===== config.mk =====
export PLATFORM = sky130hd
export DESIGN_NAME = operand_bypass
export DESIGN_NICKNAME = d
export VERILOG_FILES = /design/src/hw/isa_pkg.sv /design/src/hw/issue_pkg.sv /design/src/hw/operand_bypass.sv
export SDC_FILE = /design/constraint.sdc
export NUM_CORES = 1
export LEC_CHECK = 0
export ABC_AREA = 1
export BUFFER_PORTS_ARGS = -buffer_cell sky130_fd_sc_hd__buf_2
export CORE_AREA = 2 2 170 172
export DETAILED_ROUTE_END_ITERATION = 12
export DIE_AREA = 0 0 172 174
export PLACE_DENSITY = 0.48
export SYNTH_ARGS = -nofsm -noshare
export SYNTH_HDL_FRONTEND = slang
export SYNTH_SLANG_ARGS = --single-unit

===== constraint.sdc =====
create_clock -name vclk -period 1.78
set_input_delay 0.089 -clock vclk [all_inputs]
set_output_delay 0.089 -clock vclk [all_outputs]
set_load 0.05 [all_outputs]

===== src/hw/isa_pkg.sv =====
// RISC-V ISA definitions
// Register file geometry, register field positions in the 32-bit
// encoding and the execution classes seen by the issue stage
package isa_pkg;

    //----------------------------------------
    // Data path
    //----------------------------------------
    localparam int XLEN      = 32;
    localparam int REG_IDX_W = 5;
    localparam int NUM_REGS  = 1 << REG_IDX_W;

    //----------------------------------------
    // Register fields
    //----------------------------------------
    // Each field is REG_IDX_W bits wide
    localparam int RD_LSB = 7;
    localparam int RA_LSB = 15;
    localparam int RB_LSB = 20;

    // Execution class of a fetched word
    typedef enum logic [1:0] {
        CLASS_ALU   = 2'd0,
        CLASS_LOAD  = 2'd1,
        CLASS_STORE = 2'd2
    } instr_class_e;

endpackage


===== src/hw/issue_pkg.sv =====
// Issue stage definitions
// Reset PC, PC step and the records passed between the fetch
// selection, the scheduler, the pipe trackers and the issue outputs
package issue_pkg;

    localparam logic [isa_pkg::XLEN-1:0] RESET_PC    = '0;
    localparam logic [isa_pkg::XLEN-1:0] INSTR_BYTES = 'd4;

    //----------------------------------------
    // Front end records
    //----------------------------------------
    // One word from the fetch unit
    typedef struct packed {
        logic                     valid;
        logic [isa_pkg::XLEN-1:0] instr;
        logic [isa_pkg::XLEN-1:0] pc;
        isa_pkg::instr_class_e    iclass;
    } fetch_word_t;

    // One selected slot, not yet cleared for issue
    typedef struct packed {
        logic                     valid;
        logic [isa_pkg::XLEN-1:0] instr;
        logic [isa_pkg::XLEN-1:0] pc;
        isa_pkg::instr_class_e    iclass;
    } slot_op_t;

    // Issued op with its operands
    typedef struct packed {
        logic                     valid;
        logic [isa_pkg::XLEN-1:0] instr;
        logic [isa_pkg::XLEN-1:0] pc;
        logic [isa_pkg::XLEN-1:0] ra_value;
        logic [isa_pkg::XLEN-1:0] rb_value;
    } issue_op_t;

    //----------------------------------------
    // Pipe stage record
    //----------------------------------------
    typedef struct packed {
        logic                          valid;
        logic                          is_load;
        logic                          writes_rd;
        logic [isa_pkg::REG_IDX_W-1:0] rd;
        logic [isa_pkg::XLEN-1:0]      result;
    } stage_t;

endpackage


===== src/hw/operand_bypass.sv =====
// Operand forwarding for one issue slot
// Picks the newest value of each source register from E1, E2 and WB
// of both pipes, falling back to the register file
`timescale 1ns/100ps

module operand_bypass
(
    input  logic [isa_pkg::REG_IDX_W-1:0] ra_idx_i,
    input  logic [isa_pkg::REG_IDX_W-1:0] rb_idx_i,
    input  logic [isa_pkg::XLEN-1:0]      rf_ra_i,
    input  logic [isa_pkg::XLEN-1:0]      rf_rb_i,
    input  issue_pkg::stage_t             p0_e1_i,
    input  issue_pkg::stage_t             p0_e2_i,
    input  issue_pkg::stage_t             p0_wb_i,
    input  issue_pkg::stage_t             p1_e1_i,
    input  issue_pkg::stage_t             p1_e2_i,
    input  issue_pkg::stage_t             p1_wb_i,
    input  logic [isa_pkg::XLEN-1:0]      exec0_result_i,
    input  logic [isa_pkg::XLEN-1:0]      exec1_result_i,
    output logic [isa_pkg::XLEN-1:0]      ra_value_o,
    output logic [isa_pkg::XLEN-1:0]      rb_value_o
);

    function automatic logic hit(
        input issue_pkg::stage_t             st,
        input logic [isa_pkg::REG_IDX_W-1:0] idx
    );
        return st.valid && st.writes_rd && (st.rd == idx);
    endfunction

    // Later checks override earlier ones, newest stage last
    function automatic logic [isa_pkg::XLEN-1:0] forward(
        input logic [isa_pkg::REG_IDX_W-1:0] idx,
        input logic [isa_pkg::XLEN-1:0]      rf_value
    );
        logic [isa_pkg::XLEN-1:0] value;
        value = rf_value;
        if (hit(p0_wb_i, idx)) value = p0_wb_i.result;
        if (hit(p1_wb_i, idx)) value = p1_wb_i.result;
        if (hit(p0_e2_i, idx)) value = p0_e2_i.result;
        if (hit(p1_e2_i, idx)) value = p1_e2_i.result;
        if (hit(p0_e1_i, idx)) value = exec0_result_i;
        if (hit(p1_e1_i, idx)) value = exec1_result_i;
        if (idx == '0)
            value = '0;
        return value;
    endfunction

    always_comb
    begin
        ra_value_o = forward(ra_idx_i, rf_ra_i);
        rb_value_o = forward(rb_idx_i, rf_rb_i);
    end

endmodule


==> results of run 1 <==
==> cells in the final DEF, fill, tap and decap left out, types with 5 or more instances in the layout <==
cell / Yosys / routed
a21oi_4: 0 / 36
clkbuf_16: 0 / 14
buf_12: 0 / 57
nor2_2: 7 / 47
o21ai_1: 7 / 22
inv_8: 0 / 5
buf_2: 55 / 291
a21oi_1: 104 / 24
diode_2: 0 / 8
buf_16: 0 / 21
nand2_4: 0 / 22
nand3_4: 0 / 36
o21ai_0: 65 / 47
nand3_1: 232 / 67
nand2_2: 0 / 72
inv_4: 0 / 5
buf_4: 5 / 62
inv_1: 85 / 75
a21oi_2: 1 / 45
nor2_1: 212 / 138
nor2_4: 0 / 34
o22ai_1: 9 / 8
buf_6: 3 / 107
nand2_1: 211 / 117
buf_8: 0 / 12
inv_2: 13 / 9
xor2_1: 13 / 8
nand3_2: 2 / 131
nand4_1: 129 / 129
nor3_4: 3 / 5
xor2_2: 0 / 5
==> what timing repair did <==
item	in CTS	in global routing
endpoints found under the setup margin	64	64
resized for setup	460	323
gates cloned	27	17
pin swaps	126	163
buffers inserted	41	25
hold endpoints to repair	0	0
==> power by group <==
part           switching [uW]  internal [uW]  leakage (uW)  total (uW)
logic                    2140           1500       0.00662        3640
registers                   0              0             0           0
clock network               0       0.000603  0.0000000507    0.000603
total                    2140           1500       0.00662        3640
==> tightest hold or removal path: stages <==
cell	delay, ns
buf_2	0.10
a21oi_2	0.07
a21oi_4	0.12
buf_6	0.16
==> layout make-up <==
type / instances / area [sq um]
multi-input combinational: 1016 / 7400
tap: 384 / 480
timing repair buffer: 564 / 5380
fill: 2805 / 14500
antenna: 8 / 20.0
inverter: 98 / 445
==> metal layers <==
metal	track usage [%]	vias up	part of all wire (%)
met5	0	-	0.022
met4	7.77	2	3.9
met3	4.30	146	9.5
met2	46.2	750	44
met1	38.4	5545	42
li1	-	5146	-
==> worst paths after layout <==
kind	startpoint	to	cells past startpoint
setup / recovery	p1_wb_i[33]	rb_value_o[21]	14
hold / removal	exec0_result_i[6]	ra_value_o[6]	4
==> metrics by stage <==
stage	cells	total power (uW)	util [%]
final	2070	3640	48.6
after global placement	1965	2570	32.8
after detailed placement	1965	2570	32.8
after floorplan	1226	1480	-
after CTS	2032	3240	42.3
after global routing	2066	3790	48.5
==> cells by family after synthesis <==
family	after synthesis	synth area share, %
xor gates and xnor gates	17	2.57
buffers and inverters	210	15.5
and+or+nand+nor	808	64.9
AOI/OAI and AO/OA	191	17.1
==> metrics.md, run 1 <==
| Metric | Value |
|---|---|
| Post-Layout Inst Area | `0.0137 sq mm` |
| Worst relative slew slack | `77.1%` |
| Final setup violation count | `39` |
| Routed len/inst | `23.7 um` |
| Placed Instance Area | `0.00927 sq mm` |
| Top-count cell post-synth | `nand3_1` |
| Starting Density | `20.6%` |
| Crit path cell chain | `buf_8 > inv_4 > nand2_2 > nand2_2 > nor3_4 > nand3_4 > buf_12 > clkbuf_16 > nand3_2 > nand3_2 > nand3_1 > nand2_1 > a21oi_2 > buf_6` |
| Seq cells | `0` |
| DR iter-0 viols | `1129` |
| Fmax | `528 MHz` |
| Min Hold Slack | `0.627 ns` |
| Vias per cell | `5.60` |
| Sequential area share after synthesis | `0%` |
| Cell family with most CP delay | `simple AND/OR/NAND/NOR gates` |
| Number of remaining DRC errors | `0` |
| Crit path capture type | `primary output` |
| Crit share post-route | `106%` |
| Total gr overflow | `0` |
| Post-synth cell types | `32` |
| Core Area | `0.0282 sq mm` |
| Placer Congestion | `0.948` |
| Worst setup slack after placement | `-0.335 ns` |
| Port Buf Inserts | `372` |
| Data required, critical path | `1.69 ns` |
| Vias | `11600` |
| Static leakage | `0.00662 uW` |
| Ys Warns | `0` |
| Area leader, netlist | `nand3_1` |
| CP max-delay cell | `nor3_4` |
| Gate Count Post-Synth | `1226` |
| Nets | `2058` |
| Largest cells by area after synthesis | `nand3_1 (20%), nand4_1 (14%), nor2_1 (14%)` |
| Crit path DAT | `1.80 ns` |
| Chip height | `174 um` |
| Share of layout cells above drive strength 1 | `61.5%` |
| Post-synthesis average cell area | `4.73 sq um` |
| Total detailed-routing wirelength | `49000 um` |
| Synth top area share | `20.0%` |
| Crit path kind | `in -> out` |
| Vias in the first global route | `11000` |
| Hold WC Path Type | `in -> out` |
| Total track usage | `28.3%` |
| Die W | `172 um` |
| Crit path max fanout | `5` |
| RSZ-0062 raised after global routing | `yes` |
| Slowest Stage Delay on Critical Path | `0.34 ns` |
| Pins over their slew limit | `0` |
| Drt first pass iters | `5` |
| Top post-synthesis cells by count | `nand3_1 (232), nor2_1 (212), nand2_1 (211), nand4_1 (129), a21oi_1 (104)` |
| Register area | `0 sq um` |
| Worst-case vdd ir drop | `0.204 mV` |
| Largest net degree at the start of global routing | `41` |
| Power Density | `265 mW/mm^2` |
| MaxCap Viol Count | `0` |
| Netlist Area Pre-Place | `0.00580 sq mm` |
| Core Rows | `62` |
| Setup TNS | `-2.68 ns` |
| Startpoint types | `input pin` |
| Die Area | `0.0299 sq mm` |
| Minimum clock period | `1.89 ns` |
| First-pass GRT wire length | `65000 um` |
| Worst Path Buf+Inv | `5` |
| Tightest Pin Transition | `0.340 ns` |
| CTS hold repair buffers | `0` |
| Clock buffers | `0` |
| Final hold viol count | `0` |
| # IOs | `442` |
| Worst Slack Setup Final | `-0.112 ns` |
| Status | `finished, violations left` |
| Failing checks | `setup timing` |
| Initial antenna violation count | `6` |
| DRT antenna net count | `0` |
| Layout Area Growth over Synthesis | `136%` |
| Net Count, Synth | `1604` |
| Detailed placement HPWL | `31600 um` |
(Power assumes the default switching activity.)
==> run 2, diff against run 1 <==
BUFFER_PORTS_ARGS = not set   (was -buffer_cell sky130_fd_sc_hd__buf_2)
DONT_BUFFER_PORTS = 1   (was not set)
PLACE_DENSITY = not set   (was 0.48)
PLACE_DENSITY_LB_ADDON = 0.2   (was not set)
==> metrics.md, run 2 (synthesis gave the netlist of run 1 again) <==
| Metric | Value |
|---|---|
| Seq cells | `0` |
| Starting Density | `20.6%` |
| Failing checks | `setup timing` |
| Port Buf Inserts | `0` |
| Crit share post-route | `101%` |
| Initial antenna violation count | `1` |
| Die W | `172 um` |
| Data required, critical path | `1.69 ns` |
| Total track usage | `23.8%` |
| Routed len/inst | `24.8 um` |
| Drt first pass iters | `7` |
| Final hold viol count | `0` |
| Startpoint types | `input pin` |
| Share of layout cells above drive strength 1 | `34.1%` |
| Vias | `9498` |
| First-pass GRT wire length | `54800 um` |
| Final setup violation count | `2` |
| Status | `finished, violations left` |
| Register area | `0 sq um` |
| Most frequent cells in the layout | `nor2_1 (197), nand2_1 (160), nand3_1 (133), nand4_1 (129), nand3_2 (94)` |
| Detailed placement HPWL | `30100 um` |
| MaxCap Viol Count | `0` |
| Worst Slack Setup Final | `-0.0100 ns` |
| Commonest non-fill, non-tap cell in the layout | `nor2_1` |
| Core Util, Final | `35.1%` |
| Static leakage | `0.00445 uW` |
| # IOs | `442` |
| Crit path kind | `in -> out` |
| Hold WC Path Type | `in -> out` |
| DR iter-0 viols | `1120` |
| Core Area | `0.0282 sq mm` |
| Vias in the first global route | `8588` |
| Multi-input logic area | `0.00629 sq mm` |
| Tightest Pin Transition | `0.365 ns` |
| Worst-case vdd ir drop | `0.185 mV` |
| Pins over their slew limit | `0` |
| Worst setup slack after placement | `-0.0663 ns` |
| Crit path DAT | `1.70 ns` |
| Min Hold Slack | `0.538 ns` |
| Core Rows | `62` |
| Placer Congestion | `0.892` |
| Largest net degree at the start of global routing | `41` |
| Number of remaining DRC errors | `0` |
| Nets | `1660` |
| DRT antenna net count | `0` |
| Chip height | `174 um` |
| Worst relative slew slack | `75.4%` |
| Crit path capture type | `primary output` |
| Fill count | `3114` |
| Layout Area Growth over Synthesis | `70.8%` |
| RSZ-0062 raised after global routing | `yes` |
| Total gr overflow | `0` |
| Minimum clock period | `1.79 ns` |
| Crit path max fanout | `7` |
| Die Area | `0.0299 sq mm` |
| Power Density | `291 mW/mm^2` |
| Clock buffers | `0` |
| Vias per cell | `5.70` |
| Fmax | `559 MHz` |
| Total detailed-routing wirelength | `41200 um` |
## run 2: cell count changes in the layout (fill, tap and decap cells not counted), moves of 22 or more
cell	before	now
buf_12	57	93
buf_2	291	1
buf_6	107	17
nand2_1	117	160
nand2_2	72	50
nand3_1	67	133
nand3_2	131	94
nand3_4	36	7
nor2_1	138	197
nor2_2	47	11
nor2_4	34	11
## run 2: metal layers
| metal | share of wire, % | GRT usage (%) | vias to the layer above | wire length, um |
|---|---|---|---|---|
| li1 | - | - | 4324 | - |
| met5 | 0.029 | 0 | - | 12 |
| met2 | 46 | 40.2 | 622 | 19000 |
| met1 | 39 | 30.1 | 4470 | 16300 |
| met3 | 12 | 6.40 | 80 | 4890 |
| met4 | 2.6 | 4.80 | 2 | 1090 |
## run 2: report_power, final
group / switching (uW) / internal [uW]
registers: 0 / 0
logic: 1700 / 1180
clock network: 0 / 0.0000761
total: 1700 / 1180
## run 2: final timing paths
check                          from            end  slack (ns)  cells past startpoint
setup / recovery        rb_idx_i[2]  rb_value_o[7]       -0.01                     12
hold / removal    exec0_result_i[5]  ra_value_o[5]        0.54                      3
## run 2: timing repair
item,in CTS,in global routing
setup buffers,2,16
setup endpoints to repair,23,61
hold buffers,0,0
resized for setup,2,236
cloned,0,18
pin swaps,3,61
## run 2: critical path: stages
cell and delay, ns:
clkinv_16 0.03, nor2_4 0.03, nor3_4 0.33, nand3_4 0.26
buf_12 0.23, buf_6 0.12, nand3_4 0.08, nand3_2 0.07
nand3_2 0.07, nand2_2 0.09, a21oi_4 0.15, buf_12 0.15
## run 2: stage by stage
step                      cells  area [sq um]  total power (uW)  setup TNS, ns
after floorplan            1226          6270              1480              0
after global placement     1631          8440              2590         -0.608
after detailed placement   1631          8440              2600         -0.513
after CTS                  1633          8470              2610              0
after global routing       1664          9910              3020          -2.12
final                      1665          9910              2880        -0.0154
## run 2: cell type report
cell class	count	share of cell area (%)
well taps	384	4.85
repair buffers	166	27.4
inverters	98	4.32
multi-input cells	1016	63.5
diodes	1	0.0252
