--- config.mk ---
export PLATFORM = sky130hd
export DESIGN_NAME = pipe_tracker
export DESIGN_NICKNAME = d
export VERILOG_FILES = /design/src/hw/isa_pkg.sv /design/src/hw/issue_pkg.sv /design/src/hw/pipe_tracker.sv
export SDC_FILE = /design/constraint.sdc
export NUM_CORES = 1
export LEC_CHECK = 0
export BUFFER_PORTS_ARGS = -buffer_cell sky130_fd_sc_hd__buf_4
export CORE_AREA = 2 2 99 101
export CTS_CLUSTER_SIZE = 16
export DETAILED_ROUTE_END_ITERATION = 8
export DIE_AREA = 0 0 101 103
export PLACE_DENSITY = 0.75
export REMOVE_ABC_BUFFERS = 1
export SLEW_MARGIN = 20
export SYNTH_ARGS = -nofsm -noshare
export SYNTH_HDL_FRONTEND = slang
export SYNTH_SLANG_ARGS = --single-unit
--- constraint.sdc ---
create_clock -name clk_i -period 5.9 [get_ports clk_i]
set_clock_uncertainty 0.15 [all_clocks]
set_input_delay 0.295 -clock clk_i [delete_from_list [all_inputs] [get_ports clk_i]]
set_output_delay 0.295 -clock clk_i [all_outputs]
set_load 0.05 [all_outputs]
--- src/hw/isa_pkg.sv ---
// RISC-V ISA definitions
// Register file geometry, register field positions in the 32-bit
// encoding and the execution classes seen by the issue stage
package isa_pkg;

    //----------------------------------------
    // Data path
    //----------------------------------------
    localparam int XLEN      = 32;
    localparam int REG_IDX_W = 5;
    localparam int NUM_REGS  = 1 << REG_IDX_W;

    //----------------------------------------
    // Register fields
    //----------------------------------------
    // Each field is REG_IDX_W bits wide
    localparam int RD_LSB = 7;
    localparam int RA_LSB = 15;
    localparam int RB_LSB = 20;

    // Execution class of a fetched word
    typedef enum logic [1:0] {
        CLASS_ALU   = 2'd0,
        CLASS_LOAD  = 2'd1,
        CLASS_STORE = 2'd2
    } instr_class_e;

endpackage

--- src/hw/issue_pkg.sv ---
// Issue stage definitions
// Reset PC, PC step and the records passed between the fetch
// selection, the scheduler, the pipe trackers and the issue outputs
package issue_pkg;

    localparam logic [isa_pkg::XLEN-1:0] RESET_PC    = '0;
    localparam logic [isa_pkg::XLEN-1:0] INSTR_BYTES = 'd4;

    //----------------------------------------
    // Front end records
    //----------------------------------------
    // One word from the fetch unit
    typedef struct packed {
        logic                     valid;
        logic [isa_pkg::XLEN-1:0] instr;
        logic [isa_pkg::XLEN-1:0] pc;
        isa_pkg::instr_class_e    iclass;
    } fetch_word_t;

    // One selected slot, not yet cleared for issue
    typedef struct packed {
        logic                     valid;
        logic [isa_pkg::XLEN-1:0] instr;
        logic [isa_pkg::XLEN-1:0] pc;
        isa_pkg::instr_class_e    iclass;
    } slot_op_t;

    // Issued op with its operands
    typedef struct packed {
        logic                     valid;
        logic [isa_pkg::XLEN-1:0] instr;
        logic [isa_pkg::XLEN-1:0] pc;
        logic [isa_pkg::XLEN-1:0] ra_value;
        logic [isa_pkg::XLEN-1:0] rb_value;
    } issue_op_t;

    //----------------------------------------
    // Pipe stage record
    //----------------------------------------
    typedef struct packed {
        logic                          valid;
        logic                          is_load;
        logic                          writes_rd;
        logic [isa_pkg::REG_IDX_W-1:0] rd;
        logic [isa_pkg::XLEN-1:0]      result;
    } stage_t;

endpackage

--- src/hw/pipe_tracker.sv ---
// Execution pipe tracker
// Follows one issue pipe through E1, E2 and WB. The ALU result is
// taken during E1 and load data during E2, then both ride to WB.
`timescale 1ns/100ps

module pipe_tracker
(
    input  logic                     clk_i,
    input  logic                     rst_i,
    input  logic                     issue_i,
    input  issue_pkg::slot_op_t      op_i,
    input  logic [isa_pkg::XLEN-1:0] e1_result_i,
    input  logic [isa_pkg::XLEN-1:0] mem_result_i,
    output issue_pkg::stage_t        e1_o,
    output issue_pkg::stage_t        e2_o,
    output issue_pkg::stage_t        wb_o
);

    logic [isa_pkg::REG_IDX_W-1:0] op_rd;
    logic                          op_load;
    logic                          op_writes;

    logic                          e1_valid_q;
    logic                          e1_load_q;
    logic                          e1_writes_q;
    logic [isa_pkg::REG_IDX_W-1:0] e1_rd_q;
    issue_pkg::stage_t             e2_q;
    issue_pkg::stage_t             wb_q;

    // Destination decode, r0 never counts as written
    assign op_rd     = op_i.instr[isa_pkg::RD_LSB +: isa_pkg::REG_IDX_W];
    assign op_load   = (op_i.iclass == isa_pkg::CLASS_LOAD);
    assign op_writes = (op_i.iclass != isa_pkg::CLASS_STORE) && (op_rd != '0);

    //----------------------------------------
    // Stage registers
    //----------------------------------------
    always_ff @(posedge clk_i or posedge rst_i)
    begin
        if (rst_i)
        begin
            e1_valid_q  <= 1'b0;
            e1_load_q   <= 1'b0;
            e1_writes_q <= 1'b0;
            e1_rd_q     <= '0;
            e2_q        <= '0;
            wb_q        <= '0;
        end
        else
        begin
            e1_valid_q  <= issue_i;
            e1_load_q   <= issue_i && op_load;
            e1_writes_q <= issue_i && op_writes;
            e1_rd_q     <= op_rd;

            e2_q.valid     <= e1_valid_q;
            e2_q.is_load   <= e1_load_q;
            e2_q.writes_rd <= e1_writes_q;
            e2_q.rd        <= e1_rd_q;
            // ALU result sampled at the end of E1
            e2_q.result    <= e1_result_i;

            wb_q <= e2_o;
        end
    end

    assign e1_o = '{valid:     e1_valid_q,
                    is_load:   e1_load_q,
                    writes_rd: e1_writes_q,
                    rd:        e1_rd_q,
                    result:    e1_result_i};

    always_comb
    begin
        e2_o = e2_q;
        // Load data is live from memory during E2
        if (e2_q.is_load)
            e2_o.result = mem_result_i;
    end

    assign wb_o = wb_q;

endmodule

==> results.toml, run 1 <==
[outcome]
status = "finished clean"

[floorplanning]
io_pins = 254
die_x_um = 101
initial_utilization_pct = 31.12
dieArea_um2 = 10400
dieHeight_um = 103
rows = 36
core_area_um2 = 9459

[global_routing]
first_global_vias = 2176
grt_max_degree = 89
grt_antenna_before_repair = 0
grt_first_pass_wirelength_um = 10610
grt_usage_pct = 13.46
overflow = 0

[pwr]
power_density_nw_per_um2 = 300.0
power_leakage_nw = 2.374
vdd_drop_max_mv = 0.1466

[drt]
drtAntennaViolNets = 0
routed_wl_um = 7161
drtIter0Drc = 40
wl_per_cell_um = 14.67
vias_per_cell = 4.139
drc = 0
drt_first_pass_iters = 4
vias = 2020

[timing]
fmax_ghz = 0.3920
hold_viol = 0
setup_viol = 0
grt_setup_unrepaired = "false"
finalSetupTns_ns = 0
hold_slack_ns = 0.01380
period_minus_slack_ns = 2.551
finalMaxSlewViolations = 0
worstMarginPinSlew_ns = 0.7625
slew_headroom_pct = 49.17
fin_crit_sh_pct = 43.24

[synth]
yosys.area_share.simple_pct = 0.4675
synth-compound-area-share_pct = 0.3825
ys_seq_elements = 88
ys_types = 9
ys_warn_count = 0
synth-xor-area-share_pct = 0
synthAdderAreaFrac_pct = 0
synth_area_um2 = 2944
syn_inst = 172
avgSynthCellArea_um2 = 17.12
seq_area_frac_synth_pct = 74.80
synth_top_family_by_area = "multiplexers"
synth_mux_area_share_pct = 12.24

[clock_tree]
numCtsBuffers = 9
hold_buffers = 38
cts.sinks = 88
cts.path.max_buffers = 2
cts.htree.levels = 3
post_cts_buffers = 0
clk_pin_slew_ns = 0.10
cts_resized = 0
cts_tree = "yes"
clkLatencyLatePin_ns = 0.35
root_buffer = "clkbuf_8"

[worst_setup_path]
cp_max_fo = 20
critical_path_arrival_ns = 2.11
critPathCaptureType = "output pin"
path_class = "flop to output pin"
cp-start-kind = "flop"
worstPathRequired_ns = 5.45

[placement]
gp_congestion = 0.6897
placed_area_um2 = 4203
io_buffers = 193
dp_hpwl_um = 4932

[cells_and_area]
fin_util_pct = 50.65
drive_gt1_share_pct = 64.71
stdcell_area_um2 = 4791
fillCellCount = 802
nNetsFinal = 503
area_delta_synth_final_pct = 62.73
diodes = 0

[min_path]
min_path_type = "input pin to async pin"

[flow_run]
maxCapViolations = 0
flip-flops by register name, indices dropped and copies added, names as in the netlist:
register,count
e1_load_q,1
e1_rd_q,5
e1_valid_q,1
e1_writes_q,1
e2_o,8
e2_q,32
wb_o,40
cells in the mapped netlist:
cell	instances	area share, %
mux2_2	30	11
or4_1	1	0.26
o221a_1	1	0.38
buf_4	46	12
inv_1	2	0.26
and3_1	1	0.21
dfrtp_1	88	75
mux2_1	2	0.76
clkbuf_1	1	0.13
final cells by class:
type / count / area (µm²) / share of cell area, %
Multi-Input combinational cell: 35 / 385.4 / 8.044
Timing Repair Buffer: 233 / 1848 / 38.57
Inverter: 2 / 8.758 / 0.1828
Clock buffer: 10 / 137.6 / 2.873
Clock inverter: 6 / 66.31 / 1.384
Tap cell: 114 / 142.6 / 2.977
Sequential cell: 88 / 2202 / 45.97
power breakdown:
part | internal [W] | switching, W
Clock | 0.000209 | 0.000210
Combinational | 0.000126 | 0.000243
Sequential | 0.000637 | 0.0000123
critical path, stage by stage, from the launching register on:
cell and delay [ns]:
dfrtp_1 0.76, buf_4 0.40, mux2_2 0.40, buf_4 0.20
final timing paths:
check	start	end	slack, ns	cells after the start
worst min-delay path	rst_i	wb_o[12]	0.01	3
worst max-delay path	e2_o[38]	e2_o[10]	3.35	3
min in group clk_i	mem_result_i[30]	wb_o[30]	0.04	2
worst min register to register	e1_rd_q[3]	e2_o[35]	0.24	0
max in group asynchronous	rst_i	wb_o[39]	5.07	3
worst max register to register	e2_o[38]	wb_o[18]	4.06	2
stage by stage:
stage	setup slack (ns)	power, W	instances
floorplan	3.176	0.0008346	125
global placement	3.649	0.001008	434
detailed placement	3.628	0.001013	434
CTS	3.241	0.001456	488
global route	3.195	0.001503	488
finish	3.349	0.001437	488
logic make-up after synthesis:
| family | after synthesis |
|---|---|
| compound gates | 1 |
| mux | 32 |
| flops | 88 |
| simple gates | 2 |
| buf+inv | 49 |
layout by cell type, fill, tap and decap left out:
cell type	instances
dfrtp_1	88
o221a_1	1
buf_4	194
inv_6	1
clkbuf_8	10
dlygate4sd3_1	38
or4_1	1
bufinv_16	1
and3_1	1
clkinv_2	3
mux2_1	2
inv_1	1
buf_6	1
mux2_2	30
clkinv_4	2
routing by layer:
layer  track usage (%)  vias up  part of all wire (%)
li1                  -      910                     -
met1             14.88     1001                    36
met2             24.36      102                    55
met3             4.881        7                   7.5
met4             4.054        0                   1.0
met5                 0        -                     0
(Power assumes the default switching activity.)
==> inputs of run 2 (changes only) <==
Settings changed: CORE_AREA 2 2 99 101 to 2 2 100 102, DIE_AREA 0 0 101 103 to 0 0 102 104, PLACE_DENSITY 0.75 to 0.74.
Clock period 5.9 ns to 2.43 ns, I/O delays scaled along.
==> run 2 against run 1 <==
Setup slack lost 2.8 ns. Global-route usage grew 2.4 points. Worst hold slack gained 0.22 ns. Combinational power grew to 2.6 times the previous value. Sequential power grew 140%. Register-to-register slack lost 2.9 ns. Critical path type unchanged.
==> results.toml, run 2 (synthesis results as in run 1) <==
[outcome]
status = "finished clean"

[timing]
period_minus_slack_ns = 1.859
slew_headroom_pct = 51.21
setup_viol = 0
hold_slack_ns = 0.2317
grt_setup_unrepaired = "false"
fmax_ghz = 0.5380
finalMaxSlewViolations = 0
worstMarginPinSlew_ns = 0.7309
fin_crit_sh_pct = 76.49
hold_viol = 0

[worst_setup_path]
r2r_slack_ns = 1.11
path_class = "flop to output pin"
worstPathRequired_ns = 2.16
crit_slowest_cell = "mux2_2"
rr_worst_depth = 2
crit_path_max_incr_delay_ns = 0.40
cp-start-kind = "flop"
crit_chain = "buf_4 > mux2_2 > buf_4"
regToRegEndpoint = "wb_o[24]"
critPathCaptureType = "output pin"
cp_common_cell = "buf_4"
critical_path_arrival_ns = 1.59
cpLargestDelayFamily = "buffers and inverters"
r2r-start = "e2_o[38]"
cp_max_fo = 19
cp.buffers_inverters = 2

[placement]
placed_area_um2 = 4247
dp_hpwl_um = 5211
gp_congestion = 0.6953
io_buffers = 193

[clock_tree]
cts_resized = 0
clkLatencyLatePin_ns = 0.35
cts_tree = "yes"
numCtsBuffers = 9
cts.sinks = 88
cts.htree.levels = 3
clk_pin_slew_ns = 0.09
cts.path.max_buffers = 2
root_buffer = "clkbuf_8"

[cells_and_area]
largest_register_ffs = 40
fillCellCount = 800
layout_common_cells = "195 x buf_4, 88 x dfrtp_1, 74 x dlygate4sd3_1"
register_area_um2 = 2202
multi_input_area_um2 = 385.4
final_common_cell = "buf_4"
diodes = 0
stdcell_area_um2 = 5176
area_delta_synth_final_pct = 75.82
nNetsFinal = 540
drive_gt1_share_pct = 58.64

[global_routing]
grt_max_degree = 48
grt_usage_pct = 15.88
grt_first_pass_wirelength_um = 12680
grt_antenna_before_repair = 0
first_global_vias = 2452
overflow = 0

[drt]
vias = 2183
drtAntennaViolNets = 0
wl_per_cell_um = 15.23
vias_per_cell = 4.013
routed_wl_um = 8285
drt_first_pass_iters = 4
drtIter0Drc = 21
drc = 0

[floorplanning]
initial_utilization_pct = 30.83
dieHeight_um = 104
core_area_um2 = 9549
io_pins = 254
die_x_um = 102
dieArea_um2 = 10610
rows = 36

[flow_run]
maxCapViolations = 0

[pwr]
vdd_drop_max_mv = 0.3560
power_leakage_nw = 2.526
power_density_nw_per_um2 = 678.6

[min_path]
min_path_type = "flop to flop"
whs_path_depth = 0
whs_endpoint = "e2_o[37]"
min-delay-start = "e1_writes_q"
[run 2: changes by cell type in the layout (fill, tap and decap cells not counted)]
| cell | change |
|---|---|
| clkbuf_8 | -1 |
| clkbuf_1 | +2 |
| buf_6 | -1 |
| dlygate4sd3_1 | +36 |
| inv_6 | -1 |
| buf_4 | +1 |
| buf_12 | +1 |
[run 2: power breakdown]
part | leakage, nW | total, W | internal, W | switching (W)
Clock | 0.0973 | 0.000980 | 0.000477 | 0.000503
Combinational | 1.40 | 0.000957 | 0.000347 | 0.000610
Sequential | 1.03 | 0.00158 | 0.00155 | 0.0000287
Total | 2.53 | 0.00351 | 0.00237 | 0.00114
[run 2: how the worst max path moves through the flow]
stage | startpoint | endpoint | slack (ns) | cells past startpoint
global route | e2_o[38] | e2_o[5] | 0.46 | 3
finish | e2_o[38] | e2_o[24] | 0.57 | 3
CTS | e2_o[38] | e2_o[25] | 0.52 | 3
global placement | e2_o[38] | e2_o[0] | 0.92 | 3
detailed placement | e2_o[38] | e2_o[25] | 0.94 | 3
floorplan | rst_i | e1_load_q | -0.12 | 1
[run 2: cell type report]
class                      instances  area share (%)
clock buffer                      11           2.538
clock inverter                     5           1.112
inverter                           2          0.1692
multi-input combinational         35           7.445
sequential                        88           42.54
tap                              133           3.215
timing repair buffer             270           42.98
[run 2: worst reg2reg max path, delay by kind of cell, from the launching register on]
family / cells / cell delay, ns
buffers and inverters: 1 / 0.28
multiplexers: 1 / 0.40
flip-flops: 1 / 0.36
[run 2: repair_timing]
item | 4_1_cts | 5_1_grt
setup buffers | 0 | 0
endpoints found under the hold margin | 113 | 0
hold buffers | 74 | 0
setup endpoints to repair | 0 | 0
[run 2: stage by stage]
stage                     TNS (ns)  utilization, %  power (W)  cells  worst slack, ns
after floorplan             -10.56               -   0.002026    125          -0.1201
after global placement           0           44.47   0.002453    454           0.9154
after detailed placement         0           44.47   0.002465    454           0.9353
after CTS                        0           54.21   0.003547    544           0.5178
after global routing             0           54.21   0.003668    544           0.4608
final                            0           54.21   0.003513    544           0.5714
[run 2: per-layer routing]
layer	vias to the layer above	wire length (µm)	track usage, %
met5	-	0	0
met4	0	210	8.190
met3	18	593	4.032
met2	107	4578	28.67
met1	1073	2903	16.56
li1	985	-	-
