$ cat src/hw/isa_pkg.sv
// RISC-V ISA definitions
// Register file geometry, register field positions in the 32-bit
// encoding and the execution classes seen by the issue stage
package isa_pkg;

    //----------------------------------------
    // Data path
    //----------------------------------------
    localparam int XLEN      = 32;
    localparam int REG_IDX_W = 5;
    localparam int NUM_REGS  = 1 << REG_IDX_W;

    //----------------------------------------
    // Register fields
    //----------------------------------------
    // Each field is REG_IDX_W bits wide
    localparam int RD_LSB = 7;
    localparam int RA_LSB = 15;
    localparam int RB_LSB = 20;

    // Execution class of a fetched word
    typedef enum logic [1:0] {
        CLASS_ALU   = 2'd0,
        CLASS_LOAD  = 2'd1,
        CLASS_STORE = 2'd2
    } instr_class_e;

endpackage

$ cat src/hw/issue_pkg.sv
// Issue stage definitions
// Reset PC, PC step and the records passed between the fetch
// selection, the scheduler, the pipe trackers and the issue outputs
package issue_pkg;

    localparam logic [isa_pkg::XLEN-1:0] RESET_PC    = '0;
    localparam logic [isa_pkg::XLEN-1:0] INSTR_BYTES = 'd4;

    //----------------------------------------
    // Front end records
    //----------------------------------------
    // One word from the fetch unit
    typedef struct packed {
        logic                     valid;
        logic [isa_pkg::XLEN-1:0] instr;
        logic [isa_pkg::XLEN-1:0] pc;
        isa_pkg::instr_class_e    iclass;
    } fetch_word_t;

    // One selected slot, not yet cleared for issue
    typedef struct packed {
        logic                     valid;
        logic [isa_pkg::XLEN-1:0] instr;
        logic [isa_pkg::XLEN-1:0] pc;
        isa_pkg::instr_class_e    iclass;
    } slot_op_t;

    // Issued op with its operands
    typedef struct packed {
        logic                     valid;
        logic [isa_pkg::XLEN-1:0] instr;
        logic [isa_pkg::XLEN-1:0] pc;
        logic [isa_pkg::XLEN-1:0] ra_value;
        logic [isa_pkg::XLEN-1:0] rb_value;
    } issue_op_t;

    //----------------------------------------
    // Pipe stage record
    //----------------------------------------
    typedef struct packed {
        logic                          valid;
        logic                          is_load;
        logic                          writes_rd;
        logic [isa_pkg::REG_IDX_W-1:0] rd;
        logic [isa_pkg::XLEN-1:0]      result;
    } stage_t;

endpackage

$ cat src/hw/issue_sched.sv
// Issue scheduler
// Scoreboard over in-flight loads and same-cycle dependencies,
// pairing rules for the second slot and the per-slot issue strobes
`timescale 1ns/100ps

module issue_sched
(
    input  issue_pkg::slot_op_t slot_a_i,
    input  issue_pkg::slot_op_t slot_b_i,
    input  issue_pkg::stage_t   p0_e1_i,
    input  issue_pkg::stage_t   p0_e2_i,
    input  issue_pkg::stage_t   p1_e1_i,
    input  issue_pkg::stage_t   p1_e2_i,
    output logic                issue_a_o,
    output logic                issue_b_o
);

    logic [isa_pkg::NUM_REGS-1:0]  sb_a;
    logic [isa_pkg::NUM_REGS-1:0]  sb_b;
    logic [isa_pkg::REG_IDX_W-1:0] a_ra;
    logic [isa_pkg::REG_IDX_W-1:0] a_rb;
    logic [isa_pkg::REG_IDX_W-1:0] a_rd;
    logic [isa_pkg::REG_IDX_W-1:0] b_ra;
    logic [isa_pkg::REG_IDX_W-1:0] b_rb;
    logic [isa_pkg::REG_IDX_W-1:0] b_rd;
    logic                          a_writes;
    logic                          pair_ok;

    // Destination of an in-flight op whose result cannot be forwarded yet
    function automatic logic [isa_pkg::NUM_REGS-1:0] pending(
        input issue_pkg::stage_t st,
        input logic              ready
    );
        logic [isa_pkg::NUM_REGS-1:0] mask;
        mask = '0;
        if (st.valid && st.writes_rd && !ready)
            mask[st.rd] = 1'b1;
        return mask;
    endfunction

    assign a_ra = slot_a_i.instr[isa_pkg::RA_LSB +: isa_pkg::REG_IDX_W];
    assign a_rb = slot_a_i.instr[isa_pkg::RB_LSB +: isa_pkg::REG_IDX_W];
    assign a_rd = slot_a_i.instr[isa_pkg::RD_LSB +: isa_pkg::REG_IDX_W];
    assign b_ra = slot_b_i.instr[isa_pkg::RA_LSB +: isa_pkg::REG_IDX_W];
    assign b_rb = slot_b_i.instr[isa_pkg::RB_LSB +: isa_pkg::REG_IDX_W];
    assign b_rd = slot_b_i.instr[isa_pkg::RD_LSB +: isa_pkg::REG_IDX_W];

    assign a_writes = (slot_a_i.iclass != isa_pkg::CLASS_STORE) && (a_rd != '0);

    // Slot B is ALU only, behind an ALU op or a load
    assign pair_ok = (slot_b_i.iclass == isa_pkg::CLASS_ALU) &&
                     (slot_a_i.iclass != isa_pkg::CLASS_STORE);

    //----------------------------------------
    // Scoreboard
    //----------------------------------------
    // Load data shows up in E2, so only loads in E1 hold an op back
    assign sb_a = pending(p0_e1_i, !p0_e1_i.is_load) |
                  pending(p1_e1_i, !p1_e1_i.is_load);

    always_comb
    begin
        sb_b = sb_a;
        // Slot B cannot see slot A's result in the same cycle
        if (issue_a_o && a_writes)
            sb_b[a_rd] = 1'b1;
    end

    //----------------------------------------
    // Issue decisions
    //----------------------------------------
    assign issue_a_o = slot_a_i.valid && !(sb_a[a_ra] || sb_a[a_rb] || sb_a[a_rd]);

    assign issue_b_o = issue_a_o && slot_b_i.valid && pair_ok &&
                       !(sb_b[b_ra] || sb_b[b_rb] || sb_b[b_rd]);

endmodule

$ cat config.mk
export PLATFORM = sky130hd
export DESIGN_NAME = issue_sched
export DESIGN_NICKNAME = d
export VERILOG_FILES = /design/src/hw/isa_pkg.sv /design/src/hw/issue_pkg.sv /design/src/hw/issue_sched.sv
export SDC_FILE = /design/constraint.sdc
export NUM_CORES = 1
export LEC_CHECK = 0
export BUFFER_PORTS_ARGS = -buffer_cell sky130_fd_sc_hd__buf_2
export CAP_MARGIN = 15
export CORE_AREA = 5 5 111 113
export DETAILED_ROUTE_END_ITERATION = 16
export DIE_AREA = 0 0 116 118
export PLACE_DENSITY = 0.79
export SLEW_MARGIN = 20
export SYNTH_ARGS = -nofsm -noshare
export SYNTH_HDL_FRONTEND = slang
export SYNTH_SLANG_ARGS = --single-unit
$ cat constraint.sdc
create_clock -name vclk -period 8.95
set_input_delay 0.895 -clock vclk [all_inputs]
set_output_delay 0.895 -clock vclk [all_outputs]
set_load 0.01 [all_outputs]
==> run_results.csv, run 1 <==
group,metric,value,unit
layout,drive_gt1_share,18.7,%
pwr,switching_share,66.4,%
layout,diodes,0,
pwr,power.density,34.9,nW/um^2
worst_setup_path,worstSetupPathType,"input pin to output pin",
routing,via_count,4742,
layout,instances_no_fill,630,
grt,antenna_found_initial,0,
grt,gr-total-overflow,0,
sta,period_minus_slack,6.48,ns
min_path,hold_class,"input pin to output pin",
run,drv_cap,0,
pwr,p_clk_share,0,%
pwr,power_frac_comb,100.0,%
layout,multi_input_area,3120,sq um
sta,slew_headroom,31.0,%
sta,rsz0062_at_grt,"false",
die,initial_core_util,30.9,%
worst_setup_path,cp_data_arrival_time,5.58,ns
pwr,power_switching,0.0000849,W
die,fp.dieArea,13700,sq um
sta,finalWorstSetupSlack,2.47,ns
yosys,synth.area.top_cells,"a311oi_1, nor2_1, o22ai_1",
placement,hpwl,10400,um
worst_setup_path,critPathCaptureType,"output pin",
layout,clock_buffers,0,
yosys,synth_cell_types,86,
routing,drc,0,
routing,drt_first_iter_violations,886,
routing,wirelength,14600,um
placement,dp.cells,630,
sta,final_max_slew_viol_count,0,
yosys,synthCells,484,
grt,grt_util_all_layers,19.8,%
cts,postCtsHoldBufs,0,
worst_setup_path,cp-start-kind,"input pin",
pwr,leakagePower,1.15,nW
placement,io_buffers,54,
layout,fillers,1220,
routing,avgViaCountPerCell,7.53,
yosys,syn_avg_cell_area,7.16,sq um
die,rows,39,
sta,min_period_over_period,72.4,%
yosys,synth_top_area_share,4.55,%
placement,placed_cell_area,3660,sq um
die,core_region_area,11200,sq um
layout,register_area,0,sq um
worst_setup_path,crit_fanout,36,
sta,tightest_slew,1.03,ns
worst_setup_path,crit_required,8.06,ns
yosys,yosysSeqAreaShare,0,%
yosys,syn-cell-area,3470,sq um
run_status,status,"complete, no violations",
routing,drtPass1Iterations,6,
pwr,ir_drop,0.0000199,V
placement,pre_cts_slack,2.76,ns
pwr,p_int,0.0000430,W
layout,design_area,3660,sq um
routing,wl_per_cell,23.2,um
sta,final-setup-viol-count,0,
die,chipWidth,116,um
grt,grt_max_degree,37,
placement,gp_congestion,0.979,
die,ios,296,
sta,hold_viol_final,0,
grt,grt_pass1_wl,22200,um
grt,grt_pass1_vias,4096,
layout,syn2layout_area_growth,5.59,%
die,die_h,118,um
pwr,p_seq_share,0,%
cts,postCtsResizedCells,0,
yosys,syn_nets,778,
sta,tns,0,ns
layout,layout.nets,783,
cts,postCtsSetupRepairBufs,0,
sta,max_freq,154,MHz
routing,antenna_left,0,
layout,design.seq.count,0,
yosys,synth_top_cell_by_area,"a311oi_1",
yosys,yosys_warnings,0,
## routing by layer
layer  up-vias  GRT usage, %  wire, um
li1       2059             -         -
met1      2154          27.4      5620
met2       434          27.2      5810
met3        95          6.38      2260
met4         0          9.57       955
met5         -             0         0
## cell families after synthesis
| kind of cell | after synthesis | share of synthesized area (%) |
|---|---|---|
| AND/OR/NAND/NOR | 206 | 38.5 |
| AO/OA/AOI/OAI | 193 | 46.0 |
| buffers and inverters | 70 | 10.0 |
| multiplexers | 15 | 5.49 |
## metrics by stage
stage | hold slack (ns) | util (%) | total power (W)
2_1_floorplan | 2.00 | - | 0.0000928
3_3_place_gp | 2.25 | 32.6 | 0.000121
3_5_place_dp | 2.26 | 32.6 | 0.000122
4_1_cts | 2.26 | 32.6 | 0.000123
5_1_grt | 2.28 | 32.6 | 0.000137
6_report | 2.25 | 32.6 | 0.000128
## power groups by stage
stage	Sequential [W]	Combinational, W	Clock, W
floorplan	0	0.0000928	0
global placement	0	0.000121	0
detailed placement	0	0.000122	0
CTS	0	0.000123	0
global route	0	0.000137	0
finish	0	0.000128	0
## cells in the final DEF, fill, tap and decap left out, types with 8 or more instances in the layout
cell type,instances
a31oi_1,13
a21oi_1,10
a32oi_1,8
nand2_1,24
nor2b_1,8
nand3_1,13
o2111ai_1,8
and3_1,11
a311oi_1,18
a311o_1,9
a22o_1,9
nand4_1,15
o21ai_0,13
mux2i_1,10
o22ai_1,20
buf_2,54
inv_1,11
nand2b_1,11
nor3_1,20
nand4b_1,8
nor2_1,35
## synth_stat cells, types with 4 or more instances
cell	count
nor3_1	20
a21oi_1	10
and3b_1	4
o22a_1	5
and2_1	6
buf_2	12
or4b_2	6
o2111ai_1	8
nand4b_1	8
and4b_1	5
a32oi_1	8
a211oi_1	6
clkbuf_1	30
o21ai_0	13
or4_1	4
or4bb_1	5
nor2b_1	8
o211ai_1	7
a2111o_1	4
o221ai_1	5
buf_4	4
nand3_1	13
o41ai_1	4
nand2_1	24
a22o_1	9
a31oi_1	13
nand4_1	15
o311ai_0	4
a311o_1	9
a22oi_1	6
a211o_1	7
mux2i_1	10
nor3b_1	5
a221oi_1	6
a311oi_1	18
nor2_1	35
nand2b_1	11
and3_1	11
clkinv_1	4
inv_1	11
o22ai_1	20
## worst paths after layout
kind / start / to / slack (ns) / cells past startpoint
worst max-delay path: p1_e1_i[39] / issue_b_o / 2.47 / 15
worst min-delay path: slot_b_i[44] / issue_b_o / 2.25 / 4
## worst max-delay path, cell delays in order
cell      delay, ns
buf_2          0.12
nand4b_1       0.47
o22ai_1        0.46
mux4_2         0.58
o221ai_1       0.24
o31ai_2        0.13
nor4_4         0.68
nand3_4        0.28
inv_6          0.35
a31oi_1        0.27
a2111o_1       0.49
nand4_1        0.09
nand4_1        0.13
and4_1         0.22
buf_2          0.14
## layout make-up
cell class / count / share of cell area, %
well taps: 143 / 4.89
multi-input cells: 414 / 85.3
inverters: 16 / 1.78
repair buffers: 57 / 8.00
(Power assumes the default switching activity.)
==> inputs of run 2 (changes only) <==
--- a/config.mk
+++ b/config.mk
@@ -7,10 +7,10 @@
 export LEC_CHECK = 0
 export BUFFER_PORTS_ARGS = -buffer_cell sky130_fd_sc_hd__buf_2
 export CAP_MARGIN = 15
-export CORE_AREA = 5 5 111 113
+export CORE_AREA = 5 5 112 114
 export DETAILED_ROUTE_END_ITERATION = 16
-export DIE_AREA = 0 0 116 118
-export PLACE_DENSITY = 0.79
+export DIE_AREA = 0 0 117 119
+export PLACE_DENSITY = 0.8
 export SLEW_MARGIN = 20
 export SYNTH_ARGS = -nofsm -noshare
 export SYNTH_HDL_FRONTEND = slang
==> constraint.sdc (replaced) <==
create_clock -name vclk -period 5.89
set_input_delay 0.589 -clock vclk [all_inputs]
set_output_delay 0.589 -clock vclk [all_outputs]
set_load 0.01 [all_outputs]
==> run_results.csv, run 2 (synthesis results as in run 1) <==
group,metric,value,unit
cts,postCtsSetupRepairBufs,0,
sta,tightest_slew,0.950,ns
run,drv_cap,0,
grt,grt_pass1_wl,22200,um
placement,hpwl,10500,um
worst_setup_path,crit_required,5.30,ns
die,initial_core_util,30.6,%
routing,drtPass1Iterations,6,
min_path,worstHoldStart,"slot_b_i[44]",
routing,drt_first_iter_violations,1074,
worst_setup_path,cp-start-kind,"input pin",
min_path,min_path_cells,4,
placement,gp_congestion,1.03,
layout,clock_buffers,0,
worst_setup_path,crit_fanout,13,
pwr,power.density,53.1,nW/um^2
grt,gr-total-overflow,0,
pwr,p_total,0.000197,W
pwr,ir_drop,0.0000370,V
worst_setup_path,crit_path_top_delay_cell,"o2111ai_1",
sta,finalWorstSetupSlack,0.352,ns
sta,final_max_slew_viol_count,0,
die,die_h,119,um
routing,via_count,4750,
cts,postCtsHoldBufs,0,
grt,antenna_found_initial,0,
sta,rsz0062_at_grt,"false",
routing,avgViaCountPerCell,7.45,
layout,final_common_cell,"buf_2",
worst_setup_path,critPathCaptureType,"output pin",
die,ios,296,
worst_setup_path,cp_data_arrival_time,4.95,ns
sta,slew_headroom,36.4,%
sta,final-setup-viol-count,0,
sta,period_minus_slack,5.54,ns
worst_setup_path,cp_num_buf_inv,2,
die,chipWidth,117,um
worst_setup_path,cpLargestDelayFamily,"compound AO/OA/AOI/OAI gates",
pwr,leakagePower,1.19,nW
routing,antenna_left,0,
grt,grt_max_degree,37,
layout,design.seq.count,0,
routing,wl_per_cell,23.3,um
die,core_region_area,11300,sq um
routing,drc,0,
min_path,hold_path_end,"issue_b_o",
routing,wirelength,14900,um
sta,max_freq,181,MHz
grt,grt_util_all_layers,19.7,%
sta,hold_viol_final,0,
cts,postCtsResizedCells,0,
worst_setup_path,max_stage_delay,0.75,ns
worst_setup_path,worstSetupPathType,"input pin to output pin",
grt,grt_pass1_vias,4101,
layout,diodes,0,
layout,syn2layout_area_growth,7.18,%
run_status,status,"complete, no violations",
sta,min_period_over_period,94.0,%
placement,io_buffers,54,
worst_setup_path,cp_common_cell,"buf_2",
sta,tns,0,ns
die,fp.dieArea,13900,sq um
worst_setup_path,path_cells,"buf_2, nand4b_1, o22ai_1, mux4_2, o2111ai_1, nand3_1, nor3_1, a211oi_1, a2111oi_0, a311oi_1, nand4_1, a32oi_1, and4_1, buf_2",
layout,layout.nets,791,
layout,mostFrequentLayoutCells,"buf_2, nor2_1, nand2_1",
layout,drive_gt1_share,19.8,%
min_path,hold_class,"input pin to output pin",
layout,register_area,0,sq um
die,rows,39,
placement,pre_cts_slack,0.641,ns
-- run 2: cell type report --
cell class	count	area, sq um
Tap cell	143	179
Timing Repair Buffer	65	353
Fill cell	1230	7600
Inverter	16	65.1
Multi-Input combinational cell	414	3120
-- run 2: worst max path at each step --
stage	from	endpoint	slack, ns	depth (start not counted)
final	p1_e1_i[39]	issue_b_o	0.35	14
after floorplan	p1_e1_i[38]	issue_b_o	1.60	15
after CTS	p1_e1_i[32]	issue_b_o	0.63	14
after global placement	p0_e1_i[39]	issue_b_o	0.65	13
after global routing	p1_e1_i[39]	issue_b_o	0.21	14
after detailed placement	p0_e1_i[39]	issue_b_o	0.64	13
-- run 2: per-layer routing --
metal / up-vias / GRT usage (%) / share of wire (%) / routed length, um
li1: 2082 / - / - / -
met2: 444 / 26.2 / 39 / 5830
met3: 111 / 6.19 / 18 / 2630
met4: 0 / 7.53 / 5.7 / 843
met5: - / 0 / 0 / 0
met1: 2113 / 28.9 / 37 / 5560
-- run 2: power breakdown --
group / switching (W) / total, W / internal, W
sequential: 0 / 0 / 0
clock: 0 / 0 / 0
combinational: 0.000130 / 0.000197 / 0.0000670
total: 0.000130 / 0.000197 / 0.0000670
-- run 2: per-stage QoR --
stage	instance area [sq um]	hold WS, ns	util [%]	instances
2_1_floorplan	3470	1.39	-	484
3_3_place_gp	3720	1.65	32.8	638
3_5_place_dp	3720	1.64	32.8	638
4_1_cts	3720	1.64	32.8	638
5_1_grt	3720	1.67	32.8	638
6_report	3720	1.65	32.8	638
